===== config.mk =====
export PLATFORM = sky130hd
export DESIGN_NAME = rv_core_top
export DESIGN_NICKNAME = d
export VERILOG_FILES = /design/src/rtl/rv_pkg.sv /design/src/rtl/byp_if.sv /design/src/rtl/pipe_reg.sv /design/src/rtl/regfile.sv /design/src/rtl/decode_stage.sv /design/src/rtl/execute_stage.sv /design/src/rtl/rv_core_top.sv
export VERILOG_INCLUDE_DIRS = /design/src /design/src/rtl
export SDC_FILE = /design/constraint.sdc
export NUM_CORES = 2
export LEC_CHECK = 0
export ABC_AREA = 0
export BUFFER_PORTS_ARGS = -buffer_cell sky130_fd_sc_hd__buf_2
export CELL_PAD_IN_SITES_DETAIL_PLACEMENT = 1
export CELL_PAD_IN_SITES_GLOBAL_PLACEMENT = 1
export CORE_MARGIN = 8
export CORE_UTILIZATION = 35
export DETAILED_ROUTE_END_ITERATION = 10
export PLACE_DENSITY = 0.69
export SLEW_MARGIN = 10
export SYNTH_ARGS = -nofsm -noshare
export SYNTH_HDL_FRONTEND = slang
export SYNTH_HIERARCHICAL = 1
export SYNTH_SLANG_ARGS = --single-unit

===== constraint.sdc =====
create_clock -name clk -period 7.1 [get_ports clk]
set_input_delay 0 -clock clk [delete_from_list [all_inputs] [get_ports clk]]
set_output_delay 0 -clock clk [all_outputs]
set_load 0.005 [all_outputs]

===== src/rtl/rv_macros.svh =====
`ifndef RV_MACROS_SVH
`define RV_MACROS_SVH

////////////////////////////////////////
// Data path
////////////////////////////////////////

// Width of one data word
`define RV_XLEN 32

////////////////////////////////////////
// Register file geometry
////////////////////////////////////////

`define RV_REG_AW   5
`define RV_NUM_REGS 32

`endif


===== src/rtl/rv_pkg.sv =====
`include "rv_macros.svh"

package rv_pkg;

    typedef logic [`RV_XLEN-1:0]   word_t;
    typedef logic [`RV_REG_AW-1:0] reg_addr_t;

    // ALU operations, pass-B serves lui
    typedef enum logic [3:0] {
        ALU_ADD    = 4'd0,
        ALU_SUB    = 4'd1,
        ALU_SLL    = 4'd2,
        ALU_SLT    = 4'd3,
        ALU_SLTU   = 4'd4,
        ALU_XOR    = 4'd5,
        ALU_SRL    = 4'd6,
        ALU_SRA    = 4'd7,
        ALU_OR     = 4'd8,
        ALU_AND    = 4'd9,
        ALU_PASS_B = 4'd10
    } alu_op_e;

    // Decode to execute
    typedef struct packed {
        alu_op_e   alu_op;
        word_t     operand_a;
        word_t     operand_b;
        reg_addr_t rd;
        logic      wen;
    } dec_pkt_t;

    // Execute to writeback
    typedef struct packed {
        reg_addr_t rd;
        word_t     data;
        logic      wen;
    } wb_pkt_t;

endpackage


===== src/rtl/byp_if.sv =====
`timescale 1ns/1ps

// Result a later stage offers back to decode
interface byp_if;

    logic              valid;
    logic              wen;
    rv_pkg::reg_addr_t rd;
    rv_pkg::word_t     data;

    modport source (
        output valid, wen, rd, data
    );

    modport sink (
        input valid, wen, rd, data
    );

endinterface


===== src/rtl/pipe_reg.sv =====
`timescale 1ns/1ps

module pipe_reg #(
    parameter type payload_t = logic
) (
    input  logic     clk,
    input  logic     arst_n,

    input  logic     in_valid,
    output logic     in_ready,
    input  payload_t in_data,

    output logic     out_valid,
    input  logic     out_ready,
    output payload_t out_data
);

    payload_t data_q;

    // Free when empty or when the held item leaves this cycle
    assign in_ready = !out_valid || out_ready;

    always_ff @(posedge clk or negedge arst_n) begin
        if (!arst_n) begin
            out_valid <= 1'b0;
        end else if (in_ready) begin
            out_valid <= in_valid;
        end
    end

    always_ff @(posedge clk) begin
        if (in_valid && in_ready) begin
            data_q <= in_data;
        end
    end

    assign out_data = data_q;

endmodule


===== src/rtl/regfile.sv =====
`timescale 1ns/1ps

`include "rv_macros.svh"

module regfile (
    input  logic              clk,
    input  logic              arst_n,
    input  rv_pkg::reg_addr_t rs1_addr,
    input  rv_pkg::reg_addr_t rs2_addr,
    output rv_pkg::word_t     rs1_data,
    output rv_pkg::word_t     rs2_data,
    byp_if.sink               wb,
    input  logic              wb_fire
);

    rv_pkg::word_t regs [`RV_NUM_REGS];

    // x0 is never written, so it stays zero from reset
    always_ff @(posedge clk or negedge arst_n) begin
        if (!arst_n) begin
            for (int i = 0; i < `RV_NUM_REGS; i++) begin
                regs[i] <= '0;
            end
        end else if (wb_fire && wb.wen && (wb.rd != '0)) begin
            regs[wb.rd] <= wb.data;
        end
    end

    assign rs1_data = regs[rs1_addr];
    assign rs2_data = regs[rs2_addr];

endmodule


===== src/rtl/decode_stage.sv =====
`timescale 1ns/1ps

`include "rv_macros.svh"

module decode_stage (
    input  rv_pkg::word_t     instr,
    output rv_pkg::reg_addr_t rs1_addr,
    output rv_pkg::reg_addr_t rs2_addr,
    input  rv_pkg::word_t     rs1_data,
    input  rv_pkg::word_t     rs2_data,
    byp_if.sink               x_byp,
    byp_if.sink               wb_byp,
    output rv_pkg::dec_pkt_t  pkt
);

    localparam logic [6:0] OPC_OP     = 7'b0110011;
    localparam logic [6:0] OPC_OP_IMM = 7'b0010011;
    localparam logic [6:0] OPC_LUI    = 7'b0110111;

    logic [6:0]    opcode;
    logic [2:0]    funct3;
    logic [6:0]    funct7;
    logic          f7_zero;
    logic          f7_alt;
    logic          legal;
    rv_pkg::word_t imm_i;
    rv_pkg::word_t imm_u;
    rv_pkg::word_t rs1_val;
    rv_pkg::word_t rs2_val;
    logic          x_ok;
    logic          wb_ok;

    assign opcode   = instr[6:0];
    assign funct3   = instr[14:12];
    assign funct7   = instr[31:25];
    assign rs1_addr = instr[19:15];
    assign rs2_addr = instr[24:20];
    assign f7_zero  = (funct7 == 7'b0000000);
    assign f7_alt   = (funct7 == 7'b0100000);

    assign imm_i = {{(`RV_XLEN-12){instr[31]}}, instr[31:20]};
    assign imm_u = {instr[31:12], 12'b0};

    ////////////////////////////////////////
    // Forwarding, younger producer wins
    ////////////////////////////////////////

    assign x_ok  = x_byp.valid && x_byp.wen && (x_byp.rd != '0);
    assign wb_ok = wb_byp.valid && wb_byp.wen && (wb_byp.rd != '0);

    assign rs1_val = (x_ok && (x_byp.rd == rs1_addr))   ? x_byp.data  :
                     (wb_ok && (wb_byp.rd == rs1_addr)) ? wb_byp.data : rs1_data;
    assign rs2_val = (x_ok && (x_byp.rd == rs2_addr))   ? x_byp.data  :
                     (wb_ok && (wb_byp.rd == rs2_addr)) ? wb_byp.data : rs2_data;

    ////////////////////////////////////////
    // Control decode
    ////////////////////////////////////////

    always_comb begin
        pkt.operand_a = rs1_val;
        pkt.operand_b = (opcode == OPC_OP) ? rs2_val : imm_i;

        case (funct3)
            3'b000:  pkt.alu_op = (opcode == OPC_OP && funct7[5]) ? rv_pkg::ALU_SUB
                                                                  : rv_pkg::ALU_ADD;
            3'b001:  pkt.alu_op = rv_pkg::ALU_SLL;
            3'b010:  pkt.alu_op = rv_pkg::ALU_SLT;
            3'b011:  pkt.alu_op = rv_pkg::ALU_SLTU;
            3'b100:  pkt.alu_op = rv_pkg::ALU_XOR;
            3'b101:  pkt.alu_op = funct7[5] ? rv_pkg::ALU_SRA : rv_pkg::ALU_SRL;
            3'b110:  pkt.alu_op = rv_pkg::ALU_OR;
            default: pkt.alu_op = rv_pkg::ALU_AND;
        endcase

        // funct7 only matters for sub, sra and the immediate shifts
        case (opcode)
            OPC_OP:     legal = f7_zero || (f7_alt && (funct3 == 3'b000 || funct3 == 3'b101));
            OPC_OP_IMM: legal = (funct3 == 3'b001) ? f7_zero :
                                (funct3 == 3'b101) ? (f7_zero || f7_alt) : 1'b1;
            OPC_LUI:    legal = 1'b1;
            default:    legal = 1'b0;
        endcase

        if (opcode == OPC_LUI) begin
            pkt.alu_op    = rv_pkg::ALU_PASS_B;
            pkt.operand_b = imm_u;
        end

        // Unsupported encodings retire as a harmless rd 0 record
        pkt.rd  = legal ? instr[11:7] : '0;
        pkt.wen = legal;
    end

endmodule


===== src/rtl/execute_stage.sv =====
`timescale 1ns/1ps

module execute_stage (
    input  rv_pkg::dec_pkt_t pkt,
    input  logic             pkt_valid,
    byp_if.source            x_byp,
    output rv_pkg::wb_pkt_t  wb_pkt
);

    rv_pkg::word_t a;
    rv_pkg::word_t b;
    rv_pkg::word_t result;
    logic [4:0]    shamt;

    assign a     = pkt.operand_a;
    assign b     = pkt.operand_b;
    assign shamt = b[4:0];

    ////////////////////////////////////////
    // ALU
    ////////////////////////////////////////

    always_comb begin
        case (pkt.alu_op)
            rv_pkg::ALU_ADD:    result = a + b;
            rv_pkg::ALU_SUB:    result = a - b;
            rv_pkg::ALU_SLL:    result = a << shamt;
            rv_pkg::ALU_SLT:    result = rv_pkg::word_t'($signed(a) < $signed(b));
            rv_pkg::ALU_SLTU:   result = rv_pkg::word_t'(a < b);
            rv_pkg::ALU_XOR:    result = a ^ b;
            rv_pkg::ALU_SRL:    result = a >> shamt;
            rv_pkg::ALU_SRA:    result = $signed(a) >>> shamt;
            rv_pkg::ALU_OR:     result = a | b;
            rv_pkg::ALU_AND:    result = a & b;
            rv_pkg::ALU_PASS_B: result = b;
            default:            result = '0;
        endcase
    end

    // Writeback packet, no data without a write
    assign wb_pkt.rd   = pkt.rd;
    assign wb_pkt.wen  = pkt.wen;
    assign wb_pkt.data = pkt.wen ? result : '0;

    // Same value offered to decode this cycle
    assign x_byp.valid = pkt_valid;
    assign x_byp.wen   = pkt.wen;
    assign x_byp.rd    = pkt.rd;
    assign x_byp.data  = wb_pkt.data;

endmodule


===== src/rtl/rv_core_top.sv =====
`timescale 1ns/1ps

module rv_core_top (
    input  logic              clk,
    input  logic              arst_n,
    input  logic              instr_valid,
    output logic              instr_ready,
    input  rv_pkg::word_t     instr,
    output logic              retire_valid,
    input  logic              retire_ready,
    output rv_pkg::reg_addr_t retire_rd,
    output rv_pkg::word_t     retire_data
);

    rv_pkg::reg_addr_t rs1_addr;
    rv_pkg::reg_addr_t rs2_addr;
    rv_pkg::word_t     rs1_data;
    rv_pkg::word_t     rs2_data;
    rv_pkg::dec_pkt_t  dec_pkt;
    rv_pkg::dec_pkt_t  id_x_pkt;
    rv_pkg::wb_pkt_t   x_pkt;
    rv_pkg::wb_pkt_t   x_wb_pkt;
    logic              id_x_valid;
    logic              x_wb_ready;
    logic              wb_fire;

    byp_if x_byp ();
    byp_if wb_byp ();

    ////////////////////////////////////////
    // Decode
    ////////////////////////////////////////

    regfile u_regfile (
        .clk      (clk),
        .arst_n   (arst_n),
        .rs1_addr (rs1_addr),
        .rs2_addr (rs2_addr),
        .rs1_data (rs1_data),
        .rs2_data (rs2_data),
        .wb       (wb_byp),
        .wb_fire  (wb_fire)
    );

    decode_stage u_decode (
        .instr    (instr),
        .rs1_addr (rs1_addr),
        .rs2_addr (rs2_addr),
        .rs1_data (rs1_data),
        .rs2_data (rs2_data),
        .x_byp    (x_byp),
        .wb_byp   (wb_byp),
        .pkt      (dec_pkt)
    );

    pipe_reg #(.payload_t(rv_pkg::dec_pkt_t)) id_x (
        .clk       (clk),
        .arst_n    (arst_n),
        .in_valid  (instr_valid),
        .in_ready  (instr_ready),
        .in_data   (dec_pkt),
        .out_valid (id_x_valid),
        .out_ready (x_wb_ready),
        .out_data  (id_x_pkt)
    );

    ////////////////////////////////////////
    // Execute
    ////////////////////////////////////////

    execute_stage u_execute (
        .pkt       (id_x_pkt),
        .pkt_valid (id_x_valid),
        .x_byp     (x_byp),
        .wb_pkt    (x_pkt)
    );

    pipe_reg #(.payload_t(rv_pkg::wb_pkt_t)) x_wb (
        .clk       (clk),
        .arst_n    (arst_n),
        .in_valid  (id_x_valid),
        .in_ready  (x_wb_ready),
        .in_data   (x_pkt),
        .out_valid (retire_valid),
        .out_ready (retire_ready),
        .out_data  (x_wb_pkt)
    );

    ////////////////////////////////////////
    // Writeback and retire
    ////////////////////////////////////////

    assign wb_fire     = retire_valid && retire_ready;
    assign retire_rd   = x_wb_pkt.rd;
    assign retire_data = x_wb_pkt.data;

    assign wb_byp.valid = retire_valid;
    assign wb_byp.wen   = x_wb_pkt.wen;
    assign wb_byp.rd    = x_wb_pkt.rd;
    assign wb_byp.data  = x_wb_pkt.data;

endmodule


## After elaboration in Yosys (flattened, before gate mapping)

Cells that the tools add are included.

| storage, ports and cells | value |
|---|---|
| bits in writable memories | 0 |
| bits in read-only memories | 0 |
| memories | 0 |
| register bits after elaboration | 1,138 |
| latch bits | 0 |

| cells by class | value |
|---|---|
| eq/ne operators | 24 |
| multipliers | 0 |
| reductions and logical operators | 28 |
| bitwise gates (word level) | 6 |
| mux-type cells | 23 |
| shifts and indexed selects | 3 |
| div/mod/pow operators | 0 |
| magnitude comparators | 6 |
| add/sub/neg operators | 2 |

Operators by type and width:

| kind | count |
|---|---|
| 1024-bit bitwise mux | 1 |
| 32-bit two-way mux | 12 |
| 32-bit one-hot mux with 11 select lines | 1 |
| 32-bit binary-select mux with 5-bit select | 2 |
| 32-bit demux with 5-bit select | 1 |
| 32-bit less-than comparator | 2 |
| 32-bit adder | 1 |
| 32-bit bitwise AND | 1 |
| 32-bit OR | 1 |
| 32-bit by 5-bit left shift with 32-bit output | 1 |
| 32-bit by 5-bit >> shifter with 32-bit output | 1 |
| 32-bit by 5-bit >>> shifter with 32-bit output | 1 |
| 32-bit subtractor | 1 |
| 32-bit XOR | 1 |
| 4-bit one-hot mux with 7 select lines | 1 |
| 7-bit by 6-bit == test with 1-bit output (second input constant) | 3 |
| 5-bit == test | 4 |
| 6-bit >= comparator (second input constant) | 3 |
| 5-bit inverter with 6-bit output | 3 |
| 4-bit by 3-bit == test with 1-bit output (second input constant) | 4 |
| 1-bit logical AND | 16 |
| 4-bit == test (second input constant) | 3 |
| 5-bit nonzero test | 2 |
| 3-bit == test (second input constant) | 3 |
| other kinds (13) | 23 |

## Longest topological paths before layout

| logic depth | value |
|---|---|
| word-level depth | 8 |
| depth in mapped cells | 19 |

## Hierarchy

The synthesis kept the hierarchy.

Modules (own cells, without submodules):

| module | times used | cells each | area each (um2) |
|---|---|---|---|
| regfile | 1 | 4,614 | 55,504.5 |
| execute_stage | 1 | 1,451 | 9,674.3 |
| pipe_reg at id_x | 1 | 78 | 2,275.9 |
| decode_stage | 1 | 324 | 2,135.8 |
| pipe_reg at x_wb | 1 | 42 | 1,194.9 |
| rv_core_top | 1 | 1 | 6.3 |

## Worst setup path after synthesis

No wires, ideal clock.

| timing | value |
|---|---|
| path type | reg2reg |
| start point | reg id_x.data_q, in the netlist id_x/out_data[8] |
| end point | reg id_x.data_q, in the netlist id_x/out_data[26] (data pin) |
| slack | 2,869 ps |
| path buffers | 6 |
| stages on the path, launching flop included | 20 |
| arrival time | 3,969 ps |
| setup time | 262 ps |
| period minus slack after synthesis | 4,231 ps |
| data required time | 6,838 ps |
| cells stage by stage | edfxtp_1 -> clkbuf_1 -> inv_1 -> buf_2 -> buf_2 -> buf_1 -> ha_1 -> buf_6 -> nor2b_1 -> o211ai_2 -> a2111oi_4 -> nor3b_2 -> or3b_1 -> a31oi_1 -> nor3_1 -> nor3_1 -> a311oi_1 -> buf_4 -> a21oi_1 -> o22ai_1 |

RTL lines:

| item | RTL line | RTL |
|---|---|---|
| start: declaration | pipe_reg.sv:18 | `payload_t data_q;` |
| start signal: assignment | pipe_reg.sv:33 | `data_q <= in_data;` |

==> results.yml <==
pwr:
  pwr_density_cell_nw_per_um2: 241
  peakVddDrop_mv: 0.264
  leakagePower_uw: 0.0359
sta:
  worst_slack_ns: 2.07
  worst_pin_slew_ns: 1.32
  finalSetupViolations: 0
  slew-limit-headroom_pct: 11.8
  fmax_mhz: 199
  period_needed_ns: 5.03
  fin_setup_tns_ns: 0
  final_hold_viol_count: 0
  rsz0062_at_grt: "false"
  slew_viol_final: 0
  finalCritPeriodShare_pct: 70.8
  fin_skew_ns: 0.0694
grt:
  grtUsageTotal_pct: 25.4
  grt_overflow_total: 0
  antenna_found_initial: 11
  grt_pass1_vias: 58111
  grt_max_degree: 175
  grt_pass1_wl_um: 413000
floorplanning:
  rows: 165
  die_h_um: 466
  core_area_um2: 202000
  dieWidth_um: 466
  die_area_um2: 217000
  num_io_pins: 75
  start_util_pct: 35.1
setup_path:
  crit_type: "reg -> reg"
  r2r-start: "id_x/out_data[10]"
  critPathMaxStageDelay_ns: 0.79
  path_cells: "clkinv_1 > ha_1 > o211ai_1 > o21ai_1 > o21ai_1 > o21ai_1 > a2111oi_0 > nor3_1 > xnor2_1 > a22oi_1 > a31oi_1 > a21oi_1 > o22ai_1"
  cp_top_family: "compound AO/OA/AOI/OAI gates"
  r2r_setup_slack_ns: 2.07
  cp-start-kind: "register"
  end_kind: "register"
  reg2reg_depth: 13
  timing.critical_path.buf_inv: 1
  cp_data_required_time_ns: 7.72
  cp_slowest_cell: "ha_1"
  cp.arrival_ns: 5.65
  crit_top_cell: "o21ai_1"
  cp_max_fo: 20
  worst_r2r_endpoint: "id_x/out_data[29]"
cts:
  cts_buffers: 133
  cts_buffer_depth: 3
  cts_setup_buffers: 0
  cts_sinks: 1138
  cts_hold_buf: 42
  post_cts_resized: 0
  clk-insertion-delay-late_ns: 0.83
  root_buffer: "clkbuf_16"
  clkTransAtPathRegs_ns: 0.07
  cts_tree: "done"
  htreeDepth: 4
yosys:
  ys_ff_latch: 1138
  synth_edf_count: 112
  synth_cell_types: 107
  syn_avg_cell_area_um2: 10.9
  synthXorXnorAreaFrac_pct: 0.421
  synth_mux_area_share_pct: 33.0
  yosys.area_share.simple_pct: 7.10
  syn_inst: 6510
  ys_seq_area_share_pct: 41.0
  synth_fa_ha_area_share_pct: 1.89
  synth_area_um2: 70800
  synth_top_family_by_area: "multiplexers"
  yosys_warnings: 6
  ys.flop_type: "dfrtp_1"
  synth-compound-area-share_pct: 11.5
  ys_async_sr_fraction_pct: 90.2
  syn_nets: 6652
cells_and_area:
  drive_gt1_share_pct: 24.6
  area_delta_synth_final_pct: 10.2
  final_cell_mix: "1134 x mux2i_1, 1026 x dfrtp_1, 984 x mux2_2, 385 x a21oi_1, 332 x nand2_1"
  num-nets-final: 6392
  final_common_cell: "mux2i_1"
routing:
  wire_per_inst_um: 31.6
  route.detailed.drc: 0
  vias: 55829
  avgViaCountPerCell: 6.18
  ant_nets: 0
  wl_um: 285000
  firstDrtPassIters: 6
  drt-initial-drc-count: 5431
placement:
  place_ws_ns: 2.23
  gp_congestion: 0.993
  hpwl_um: 177000
  port_buffers: 74
job:
  cap_violations: 0
hold_path:
  holdCritPathClass: "in -> async"
run_status:
  outcome: "completed"
cell usage after synthesis, types with 14 or more instances:
library cell  count  area, um2
xor2_1           18        158
clkbuf_1        321       1200
ha_1            104       1300
mux2i_1        1134      11400
buf_2           228       1140
inv_1            96        360
nor2_1          263        987
o22ai_1          46        288
nand3_1         226       1130
xnor2_1          16        140
o21ai_1          16       80.1
and2_1           18        113
mux2_1           20        225
nand2_1         334       1250
a221oi_1         24        210
a21o_1           20        150
o21bai_1         15        113
buf_1            30        113
dfrtp_1        1026      25700
a22oi_1         214       1610
mux4_2           30        676
buf_4            79        593
o31ai_1          14        105
a211o_1          17        149
nand2b_1         26        163
edfxtp_1        112       3360
a211oi_1         18        135
o211ai_1         23        173
a21oi_1         385       1930
nor3_1           97        485
a22o_1          131       1150
a31oi_1          94        588
mux2_2          984      11100
o21ai_0         106        531
nor2b_1          20        125
layer usage:
metal	vias to the layer above	GRT usage (%)	routed length, um
met5	-	0	59
met4	8	13.6	17500
met3	761	4.81	20300
met2	2326	40.3	130000
met1	29312	32.7	117000
li1	23422	-	-
per-stage QoR:
| step | util, % | hold slack [ns] | area [um2] | power (uW) | std cells |
|---|---|---|---|---|---|
| floorplan | - | -0.296 | 70800 | 10300 | 6510 |
| global placement | 36.2 | 0.125 | 73100 | 11500 | 8743 |
| detailed placement | 36.2 | 0.127 | 73100 | 11700 | 8743 |
| CTS | 38.7 | 0.00994 | 78000 | 18900 | 9021 |
| global route | 38.7 | 0.0493 | 78000 | 19500 | 9025 |
| finish | 38.7 | 0.00955 | 78000 | 18800 | 9028 |
registers in the layout, indices dropped and copies added, names as in the netlist:
| name | cells |
|---|---|
| id_x/out_data | 74 |
| id_x/out_valid | 1 |
| u_regfile/regs | 1024 |
| x_wb/out_data | 38 |
| x_wb/out_valid | 1 |
kinds of logic after synthesis:
kind of cell | count (synthesis)
AOI/OAI and AO/OA | 1217
xor gates and xnor gates | 34
adders and majority gates | 106
buffers and inverters | 772
DFF | 1138
muxes | 2170
and+or+nand+nor | 1073
report_power, final:
group	total (uW)	switching (uW)	leakage, uW	internal [uW]
clock	7110	3010	0.00220	4100
sequential	7930	646	0.0151	7280
combinational	3790	2270	0.0186	1520
worst reg2reg max path, cell delays in order (launching register included):
cell	delay (ns)
edfxtp_1	0.36
clkinv_1	0.55
ha_1	0.80
o211ai_1	0.18
o21ai_1	0.26
o21ai_1	0.21
o21ai_1	0.51
a2111oi_0	0.22
nor3_1	0.79
xnor2_1	0.20
a22oi_1	0.09
a31oi_1	0.39
a21oi_1	0.14
o22ai_1	0.17
cell type report:
class	instances	area, um2
Sequential cell	1138	29000
Multi-Input combinational cell	4600	38500
Antenna cell	5	12.5
Fill cell	21734	124000
Inverter	101	379
Tap cell	2672	3340
Clock inverter	36	447
Clock buffer	200	4030
Timing Repair Buffer	276	2330
how the worst max path moves through the flow:
stage,end,slack [ns],startpoint,cells after the start
6_report,id_x/out_data[29],2.07,id_x/out_data[10],13
5_1_grt,id_x/out_data[65],1.88,id_x/out_data[10],13
4_1_cts,id_x/out_data[29],2.21,id_x/out_data[10],13
3_5_place_dp,id_x/out_data[33],2.23,id_x/out_data[10],13
3_3_place_gp,id_x/out_data[33],2.24,id_x/out_data[10],13
2_1_floorplan,id_x/out_data[26],2.87,id_x/out_data[8],19
No activity file was read; power rests on OpenSTA's default activity.
